==> src/source/uartRegPkg.sv <==
package uartRegPkg;

    // ##########################################################
    // register map
    // ##########################################################

    typedef enum logic [1:0] {
        regDivisor  = 2'd0,                           // clock cycles per serial bit
        regControl  = 2'd1,
        regErrCount = 2'd2                            // any write clears it
    } regAddrE;

    localparam int regWidth = 16;

    // ##########################################################
    // control register fields
    // ##########################################################

    localparam int ctrlLoopbackBit = 0;               // receiver listens to our own txd

endpackage

==> src/source/uartFramePkg.sv <==
package uartFramePkg;

    // ##########################################################
    // frame geometry
    // ##########################################################

    localparam int dataBits    = 8;                   // 8N1, one byte per frame
    localparam int bitIdxWidth = $clog2(dataBits);    // enough to count the data bits

    // ##########################################################
    // bit timing
    // ##########################################################

    localparam int divWidth = 16;                     // clock cycles per bit, set at runtime

    // ##########################################################
    // state machines
    // ##########################################################

    typedef enum logic [2:0] {
        txIdle,
        txStartBit,
        txDataBit,
        txStopBit,
        txSettle                                      // one quiet cycle before ready returns
    } txStateE;

    typedef enum logic [1:0] {
        rxIdle,
        rxStartBit,                                   // waits half a bit to find the middle
        rxDataBit,
        rxStopBit
    } rxStateE;

endpackage
==> src/source/uartTop.sv <==
`timescale 1ns/1ps

module uartTop #(
    parameter int clkFreqMhz = 10,
    parameter int baudRate   = 1000000
) (
    input  logic                              clk,
    input  logic                              rstN,
    input  logic                              start,
    input  logic [uartFramePkg::dataBits-1:0] txByte,
    output logic                              ready,
    output logic                              txd,
    input  logic                              rxd,
    output logic [uartFramePkg::dataBits-1:0] rxByte,
    output logic                              rxValid,
    input  logic                              cfgWrite,
    input  uartRegPkg::regAddrE               cfgAddr,
    input  logic [uartRegPkg::regWidth-1:0]   cfgWdata,
    output logic [uartRegPkg::regWidth-1:0]   cfgRdata
);
    import uartFramePkg::*;

    logic [divWidth-1:0] divisor;
    logic                loopback;
    logic                frameError;
    logic                rxdSel;

    assign rxdSel = loopback ? txd : rxd;                     // external line is ignored in loopback

    uartRegs #(
        .clkFreqMhz (clkFreqMhz),
        .baudRate   (baudRate)
    ) uRegs (
        .clk        (clk),
        .rstN       (rstN),
        .cfgWrite   (cfgWrite),
        .cfgAddr    (cfgAddr),
        .cfgWdata   (cfgWdata),
        .cfgRdata   (cfgRdata),
        .frameError (frameError),
        .divisor    (divisor),
        .loopback   (loopback)
    );

    uartTx uTx (
        .clk     (clk),
        .rstN    (rstN),
        .start   (start),
        .data    (txByte),
        .divisor (divisor),
        .txd     (txd),
        .ready   (ready)
    );

    uartRx uRx (
        .clk        (clk),
        .rstN       (rstN),
        .rxd        (rxdSel),
        .divisor    (divisor),
        .rxByte     (rxByte),
        .rxValid    (rxValid),
        .frameError (frameError)
    );

endmodule

==> src/source/uartRegs.sv <==
`timescale 1ns/1ps

module uartRegs #(
    parameter int clkFreqMhz = 10,
    parameter int baudRate   = 1000000
) (
    input  logic                              clk,
    input  logic                              rstN,
    input  logic                              cfgWrite,
    input  uartRegPkg::regAddrE               cfgAddr,
    input  logic [uartRegPkg::regWidth-1:0]   cfgWdata,
    output logic [uartRegPkg::regWidth-1:0]   cfgRdata,
    input  logic                              frameError,
    output logic [uartFramePkg::divWidth-1:0] divisor,
    output logic                              loopback
);
    import uartFramePkg::*;
    import uartRegPkg::*;

    // the receiver waits half a divisor, so anything under 2 is meaningless
    localparam logic [divWidth-1:0] divMin   = divWidth'(2);
    localparam int                  divRaw   = (clkFreqMhz * 1000000) / baudRate;
    localparam logic [divWidth-1:0] divReset = (divRaw < 2) ? divMin : divWidth'(divRaw);

    logic [regWidth-1:0] errCount;

    // ##########################################################
    // register writes
    // ##########################################################

    always_ff @(posedge clk or negedge rstN) begin
        if (!rstN) begin
            divisor  <= divReset;
            loopback <= 1'b0;
            errCount <= '0;
        end else begin
            if (cfgWrite && cfgAddr == regDivisor) begin
                divisor <= (cfgWdata < regWidth'(divMin)) ? divMin : divWidth'(cfgWdata);
            end
            if (cfgWrite && cfgAddr == regControl) begin
                loopback <= cfgWdata[ctrlLoopbackBit];
            end
            if (cfgWrite && cfgAddr == regErrCount) begin
                errCount <= '0;                               // the written value is ignored
            end else if (frameError && errCount != '1) begin
                errCount <= errCount + 1'b1;                  // sticks at all ones
            end
        end
    end

    // ##########################################################
    // read mux
    // ##########################################################

    always_comb begin
        cfgRdata = '0;
        case (cfgAddr)
            regDivisor:  cfgRdata = regWidth'(divisor);
            regControl:  cfgRdata[ctrlLoopbackBit] = loopback;
            regErrCount: cfgRdata = errCount;
            default:     cfgRdata = '0;
        endcase
    end

    divisorFloor: assert property (
        @(posedge clk) disable iff (!rstN) divisor >= divMin
    );

endmodule

==> src/source/uartRx.sv <==
`timescale 1ns/1ps

module uartRx (
    input  logic                              clk,
    input  logic                              rstN,
    input  logic                              rxd,
    input  logic [uartFramePkg::divWidth-1:0] divisor,
    output logic [uartFramePkg::dataBits-1:0] rxByte,
    output logic                              rxValid,
    output logic                              frameError
);
    import uartFramePkg::*;

    logic                   rxdMeta;
    logic                   rxdSync;
    rxStateE                state;
    logic [divWidth-1:0]    cycleCnt;
    logic [divWidth-1:0]    divLatched;
    logic [bitIdxWidth-1:0] bitIdx;
    logic [dataBits-1:0]    shiftData;
    logic                   startSeen;
    logic                   halfDone;
    logic                   bitDone;

    // ##########################################################
    // input synchronizer
    // ##########################################################

    always_ff @(posedge clk or negedge rstN) begin
        if (!rstN) begin
            rxdMeta <= 1'b1;                                  // idle line is high
            rxdSync <= 1'b1;
        end else begin
            rxdMeta <= rxd;
            rxdSync <= rxdMeta;
        end
    end

    // ##########################################################
    // receive sequencing
    // ##########################################################

    assign startSeen = (state == rxIdle) && !rxdSync;
    assign halfDone  = (cycleCnt == (divLatched >> 1) - 1'b1);
    assign bitDone   = (cycleCnt == divLatched - 1'b1);

    always_ff @(posedge clk or negedge rstN) begin
        if (!rstN) begin
            state      <= rxIdle;
            cycleCnt   <= '0;
            bitIdx     <= '0;
            rxValid    <= 1'b0;
            frameError <= 1'b0;
        end else begin
            rxValid    <= 1'b0;
            frameError <= 1'b0;
            case (state)
                rxIdle: begin
                    if (startSeen) begin
                        state    <= rxStartBit;
                        cycleCnt <= '0;
                    end
                end
                rxStartBit: begin
                    if (halfDone) begin
                        cycleCnt <= '0;
                        if (rxdSync) begin
                            state <= rxIdle;                  // glitch, not a real start bit
                        end else begin
                            state  <= rxDataBit;
                            bitIdx <= '0;
                        end
                    end else begin
                        cycleCnt <= cycleCnt + 1'b1;
                    end
                end
                rxDataBit: begin
                    if (bitDone) begin
                        cycleCnt <= '0;
                        if (bitIdx == bitIdxWidth'(dataBits - 1)) begin
                            state <= rxStopBit;
                        end else begin
                            bitIdx <= bitIdx + 1'b1;
                        end
                    end else begin
                        cycleCnt <= cycleCnt + 1'b1;
                    end
                end
                rxStopBit: begin
                    if (bitDone) begin
                        state      <= rxIdle;
                        rxValid    <= rxdSync;
                        frameError <= !rxdSync;
                    end else begin
                        cycleCnt <= cycleCnt + 1'b1;
                    end
                end
                default: state <= rxIdle;
            endcase
        end
    end

    always_ff @(posedge clk) begin
        if (startSeen) begin
            divLatched <= divisor;
        end
        if (state == rxDataBit && bitDone) begin
            shiftData <= {rxdSync, shiftData[dataBits-1:1]};  // lsb arrives first
        end
        if (state == rxStopBit && bitDone && rxdSync) begin
            rxByte <= shiftData;                             // held until the next good frame
        end
    end

    oneOutcomePerFrame: assert property (
        @(posedge clk) disable iff (!rstN) !(rxValid && frameError)
    );

endmodule

==> src/source/uartTx.sv <==
`timescale 1ns/1ps

module uartTx (
    input  logic                              clk,
    input  logic                              rstN,
    input  logic                              start,
    input  logic [uartFramePkg::dataBits-1:0] data,
    input  logic [uartFramePkg::divWidth-1:0] divisor,
    output logic                              txd,
    output logic                              ready
);
    import uartFramePkg::*;

    txStateE                state;
    logic [divWidth-1:0]    cycleCnt;
    logic [divWidth-1:0]    divLatched;
    logic [bitIdxWidth-1:0] bitIdx;
    logic [dataBits-1:0]    shiftData;
    logic                   accept;
    logic                   bitDone;

    assign accept  = start && ready;                  // a start while busy is dropped
    assign bitDone = (cycleCnt == divLatched - 1'b1);

    // ##########################################################
    // frame sequencing
    // ##########################################################

    // txd is registered from the state, so the line trails the state by one cycle
    always_ff @(posedge clk or negedge rstN) begin
        if (!rstN) begin
            state    <= txIdle;
            ready    <= 1'b1;
            txd      <= 1'b1;
            cycleCnt <= '0;
            bitIdx   <= '0;
        end else begin
            case (state)
                txIdle: begin
                    if (accept) begin
                        state    <= txStartBit;
                        ready    <= 1'b0;
                        cycleCnt <= '0;
                    end
                end
                txStartBit: begin
                    txd <= 1'b0;
                    if (bitDone) begin
                        state    <= txDataBit;
                        bitIdx   <= '0;
                        cycleCnt <= '0;
                    end else begin
                        cycleCnt <= cycleCnt + 1'b1;
                    end
                end
                txDataBit: begin
                    txd <= shiftData[0];
                    if (bitDone) begin
                        cycleCnt <= '0;
                        if (bitIdx == bitIdxWidth'(dataBits - 1)) begin
                            state <= txStopBit;
                        end else begin
                            bitIdx <= bitIdx + 1'b1;
                        end
                    end else begin
                        cycleCnt <= cycleCnt + 1'b1;
                    end
                end
                txStopBit: begin
                    txd <= 1'b1;
                    if (bitDone) begin
                        state    <= txSettle;
                        cycleCnt <= '0;
                    end else begin
                        cycleCnt <= cycleCnt + 1'b1;
                    end
                end
                txSettle: begin
                    if (cycleCnt != '0) begin                 // first cycle ends the stop bit on the line
                        state <= txIdle;
                        ready <= 1'b1;
                    end else begin
                        cycleCnt <= cycleCnt + 1'b1;
                    end
                end
                default: state <= txIdle;
            endcase
        end
    end

    // byte and divisor are frozen for the whole frame
    always_ff @(posedge clk) begin
        if (accept) begin
            shiftData  <= data;
            divLatched <= divisor;
        end else if (state == txDataBit && bitDone) begin
            shiftData <= shiftData >> 1;                     // lsb goes out first
        end
    end

    readyOnlyInIdle: assert property (
        @(posedge clk) disable iff (!rstN) (state != txIdle) |-> !ready
    );

    lineIdleHigh: assert property (
        @(posedge clk) disable iff (!rstN) (state == txIdle) |-> txd
    );

endmodule

==> config.mk <==
export PLATFORM = sky130hd
export DESIGN_NAME = uartTop
export DESIGN_NICKNAME = d
export VERILOG_FILES = /design/src/source/uartRegPkg.sv /design/src/source/uartFramePkg.sv /design/src/source/uartTop.sv /design/src/source/uartRegs.sv /design/src/source/uartRx.sv /design/src/source/uartTx.sv
export SDC_FILE = /design/constraint.sdc
export NUM_CORES = 1
export LEC_CHECK = 0
export BUFFER_PORTS_ARGS = -buffer_cell sky130_fd_sc_hd__buf_2
export CAP_MARGIN = 20
export CORE_MARGIN = 4
export CORE_UTILIZATION = 55
export CTS_CLUSTER_SIZE = 14
export DETAILED_ROUTE_END_ITERATION = 12
export HOLD_SLACK_MARGIN = 0.08
export MAX_ROUTING_LAYER = met4
export PLACE_DENSITY = 0.82
export SLEW_MARGIN = 30
export SYNTH_ARGS = -nofsm -noshare
export SYNTH_HDL_FRONTEND = slang
export SYNTH_SLANG_ARGS = --single-unit
==> constraint.sdc <==
create_clock -name clk -period 3.07 [get_ports clk]
set_input_delay 0.307 -clock clk [delete_from_list [all_inputs] [get_ports clk]]
set_output_delay 0.307 -clock clk [all_outputs]
set_load 0.05 [all_outputs]
---- Word-level counts from Yosys, hierarchy flattened ----
Cells that the tools add are included.
cells by class
  $add $sub $neg .......................... 8
  order comparisons ....................... 1
  eq/ne operators ......................... 31
  muxes and demuxes ....................... 48
  reduce and logical (&&, ||, !) cells .... 30
operators with widths
  operator               count
  $mux 16                10
  $pmux 16 s4            1
  $add 16x1->16 const B  3
  $eq 16x16->1           3
  $pmux 16 s3            1
  $mux 3                 13
  $sub 16x1->16 const B  2
  $pmux 15 s2            1
  $ne 2x1->1 const B     11
  $lt 16x2->1 const B    1
  $mux 8                 2
  $ne 16x16->1 const B   1
  $reduce_bool 16->1     1
  $sub 15x1->16 const B  1
  $pmux 3 s5             1
  $mux 2                 6
  $pmux 3 s2             2
  $logic_and 1x1->1      10
  $ne 2x2->1 const B     5
  $reduce_and 5->1       2
  $reduce_bool 2->1      5
  $eq 3x3->1 const B     3
  $pmux 2 s4             1
  $mux 1                 7
  other kinds (16)       25
word-level totals
  register bits after elaboration ......... 138
  input bits .............................. 31
  output and inout bits ................... 27
  word-level logic and storage cells ...... 138

---- Logic depth before layout (Yosys ltp) ----
  depth in word-level cells ............... 5
  depth in mapped cells ................... 13
  gate-level depth less buffers ........... 10

---- Cells and area by module ----
A second synthesis with hierarchy kept.
unflattened totals
  cells, all modules ...................... 778
  area, all modules ....................... 8,125.3 um^2
by module, submodules not included
  module    times used  cells each  area an instance (um^2)  sequential area each (um^2)
  uartRx    1           316         3,369.5                  1,589.0
  uartTx    1           275         2,889.0                  1,323.8
  uartRegs  1           186         1,851.8                  828.3
  uartTop   1           1           15.0                     0.0

---- Least setup slack after synthesis ----
Ideal clock, no wire load.
  path kind ............................... flip-flop to flip-flop
  start point ............................. register uRx.divLatched[1]
  end point ............................... register uRx.rxByte[0] (netlist bit), enable pin
  setup time .............................. 370 ps
  data arrival time ....................... 2,733 ps
  required time ........................... 2,700 ps
  path slack .............................. -34 ps
  stages on the path, launching flop included .. 10
  buffers on the path ..................... 0
  clock period less this slack ............ 3,104 ps
  cell sequence ........................... edfxtp_1 -> inv_1 -> ha_1 -> nor4b_1 -> nand4_1 -> xnor2_1 -> a2111o_1 -> nor4_4 -> nand2_1 -> nor2_1
between the ends
  word-level cells in the longest chain between the ends .. 4
ends and longest elaborated chain
  item                            line           RTL
  start: declaration              uartRx.sv:18   logic [divWidth-1:0] divLatched;
  start signal: assignment        uartRx.sv:105  divLatched <= divisor;
  $sub 16x1->16                   uartRx.sv:45   assign bitDone = (cycleCnt == divLatched - 1'b1);
  $eq 16x16->1                    uartRx.sv:45
  $logic_and 1x1->1 (2 in a row)  uartRx.sv:110  if (state == rxStopBit && bitDone && rxdSync) begin
  end signal: assignment          uartRx.sv:111  rxByte <= shiftData;
  end: declaration                uartRx.sv:8    output logic [uartFramePkg::dataBits-1:0] rxByte,
No other way between the ends.
A chain may end at the register's enable or synchronous reset.

==> results.toml <==
[power]
power_frac_clock = 0.327
switching_share = 0.333
powerDensity_nw_per_um2 = 619
p_comb_frac = 0.296
p_total_w = 0.00618
ir_drop_mv = 0.443
power.switching_w = 0.00206
total_leakage_power_nw = 4.05
seqPwrFrac = 0.377
p_int_w = 0.00413

[detailed_routing]
dr.pass1.iters = 6
drt_wl_total_um = 22400
vias_per_cell = 6.22
drt_iter0_drc = 709
wl_per_cell_um = 20.1
ant_nets = 0
vias = 6931
drc = 0

[clocking]
clk_pin_slew_ns = 0.07
cts_buffers = 17
cts-root-buf = "clkbuf_16"
insertion_delay_ns = 0.43
cts_tree = "built"
cts.sinks = 138
clockBufferDepth = 2
ctsHtreeMaxLevel = 4

[hold_path]
hp-class = "input pin to flip-flop"

[layout]
final_area_um2 = 9980
layout-drive-gt1-share = 0.280
area_growth_pct = 22.3
finalNetCount = 964
final_util = 0.687
final_common_cell = "nor2_1"
num_antenna_cells = 0
mostFrequentLayoutCells = "78 x nor2_1, 76 x dfrtp_1, 75 x buf_4"

[placement]
place_ws_ns = -0.0485
place_area_um2 = 9000
portBuffers = 57
place.gp.congestion = 0.959
dp_hpwl_um = 13900

[setup_path]
path_max_fanout = 5
crit_family = "simple AND/OR/NAND/NOR gates"
crit_path_end_kind = "flip-flop"
crit_type = "flip-flop to flip-flop"
worstPathRequired_ns = 3.37
cp.arrival_ns = 3.49
cp_slowest_stage_delay_ns = 0.55
cp_common_cell = "buf_4"
critPathLaunchType = "flip-flop"
critPathSlowestCell = "or4b_4"
crit_path_cell_trace = "buf_4 > or4b_4 > nor2_2 > xnor2_1 > or4_4 > nor4_4 > buf_4 > a22o_1 > or4b_1 > o2bb2ai_1"
crit_buf_inv = 2

[global_routing]
grt_pass1_wl_um = 33700
grt_start_max_net_pins = 59
grt_pass1_vias = 6493
globalRouteTotalUtil = 0.262
grt_overflow = 0
antenna_found_initial = 0

[timing]
rsz0062_at_grt = "yes"
finClkSkew_ns = 0.0129
worst_slack_ns = -0.121
tightest_slew_ns = 0.763
final.period_utilization = 1.04
setup_viol = 30
tns_ns = -1.66
slew_headroom = 0.491
maxSlewViolCount = 0
final-hold-violation-count = 0
min_period_ns = 3.19
max_freq_mhz = 313

[die]
die_width_um = 130
die_area_um2 = 16900
die_h_um = 130
coreArea_um2 = 14500
rows = 44
initial_core_util = 0.562
ios = 58

[yosys]
synth-edff-count = 56
synth_warnings = 0
synth_nets = 849
syn-mean-instance-area_um2 = 10.2
yosysSeqAreaShare = 0.458
yosysUniqueCellTypes = 77
synth_ff_type = "dfrtp_1"
synth_seq_cells = 138
async_reset_ff_frac = 0.594
synthesis.instances = 802
synth_area_um2 = 8160

[run]
max_cap_viol_count = 0

[status]
status = "complete, but fails checks"
violations = "negative setup slack"
[final timing paths]
check | start | slack (ns) | end | cells past startpoint
worst max-delay path | uRx.divLatched[3] | -0.12 | flip-flop | 10
worst min-delay path | cfgWdata[6] | 0.13 | uRegs.divisor[6] | 2
worst max register to register | uRx.divLatched[3] | -0.12 | flip-flop | 10
worst min register to register | uRx.rxdMeta | 0.36 | uRx.rxdSync | 0
max in group asynchronous | rstN | 1.80 | uRegs.divisor[1] | 3
min in group asynchronous | rstN | 0.49 | uRx.cycleCnt[10] | 2
[kinds of logic (layout without fill, tap and decap cells)]
| family | Yosys count | after routing | synth area share |
|---|---|---|---|
| adder cells (fa/ha/maj) | 16 | 16 | 0.0245 |
| AO/OA/AOI/OAI | 115 | 115 | 0.102 |
| buffers and inverters | 82 | 210 | 0.0431 |
| multiplexers | 50 | 50 | 0.0658 |
| XOR/XNOR | 85 | 85 | 0.0912 |
| AND/OR/NAND/NOR | 316 | 316 | 0.216 |
| flip-flops | 138 | 138 | 0.458 |
[stage by stage]
step	hold WS [ns]	instances
floorplan	0.0114	802
global placement	0.347	1055
detailed placement	0.349	1055
CTS	0.122	1090
global route	0.126	1114
finish	0.129	1114
[Yosys cell counts (3+ instances only)]
cell type  number  area share
mux2i_1        24       0.029
a21oi_1        20       0.012
o21a_1          3      0.0028
nand3b_1        6      0.0055
o22ai_1         3      0.0023
o211ai_1       17       0.016
dfstp_2         6       0.019
or3_1          10      0.0077
dfrtp_1        76        0.23
and3_1         10      0.0077
o21ai_0        18       0.011
xor2_1         38       0.041
clkbuf_1       37       0.017
nor2b_1         7      0.0054
nor2_1         80       0.037
inv_1          29       0.013
nor4_2          3      0.0046
and3b_1         3      0.0032
nand4_1        22       0.017
nor3_1         27       0.017
buf_2           7      0.0043
edfxtp_1       56        0.21
nor3b_1         7      0.0064
o31ai_1         3      0.0028
nor4_4          3      0.0078
o2111ai_1      18       0.019
nand2_1        49       0.023
nor4_1         13       0.010
mux2_2         24       0.033
or2_2           6      0.0046
a31oi_1         6      0.0046
xnor2_1        47       0.050
buf_1           3      0.0014
ha_1           16       0.025
nand2b_1       21       0.016
buf_6           4      0.0055
nand3_1        29       0.018
[registers in the layout, indices dropped and copies added, names as in the netlist, 3 cells and up, named ones only]
name,flops
uRx.shiftData,8
uRegs.errCount,16
uRegs.divisor,16
uTx.shiftData,8
uTx.cycleCnt,16
uTx.divLatched,16
uRx.rxByte,8
uTx.state,3
uRx.cycleCnt,16
uRx.bitIdx,3
uRx.divLatched,16
uTx.bitIdx,3
[final cells by class]
cell class	instances	area [µm²]
Clock inverter	14	149
Inverter	29	109
Multi-Input combinational cell	582	4250
Tap cell	184	230
Fill cell	992	4550
Sequential cell	138	3740
Clock buffer	18	429
Timing Repair Buffer	149	1070
[power by group through the flow]
stage                     clock [W]  sequential [W]  combinational, W
final                       0.00202         0.00233           0.00183
after global routing        0.00212         0.00235           0.00194
after CTS                   0.00203         0.00232           0.00152
after detailed placement          0         0.00235           0.00146
after global placement            0         0.00234           0.00143
after floorplan                   0         0.00225           0.00104
[what timing repair did]
action,in CTS,in global routing
resized for setup,3,39
pin swaps,1,17
setup buffers,2,20
hold buffers,1,0
setup endpoints to repair,3,55
endpoints found under the hold margin,54,0
gates cloned,0,4
[per-layer routing]
layer	share of wire	routed length (µm)	global-route usage
met2	0.49	11000	0.408
met4	0.032	720	0.117
met3	0.076	1700	0.0438
met5	0	0	-
met1	0.40	8910	0.338
Power figures use the tool's default switching activity.
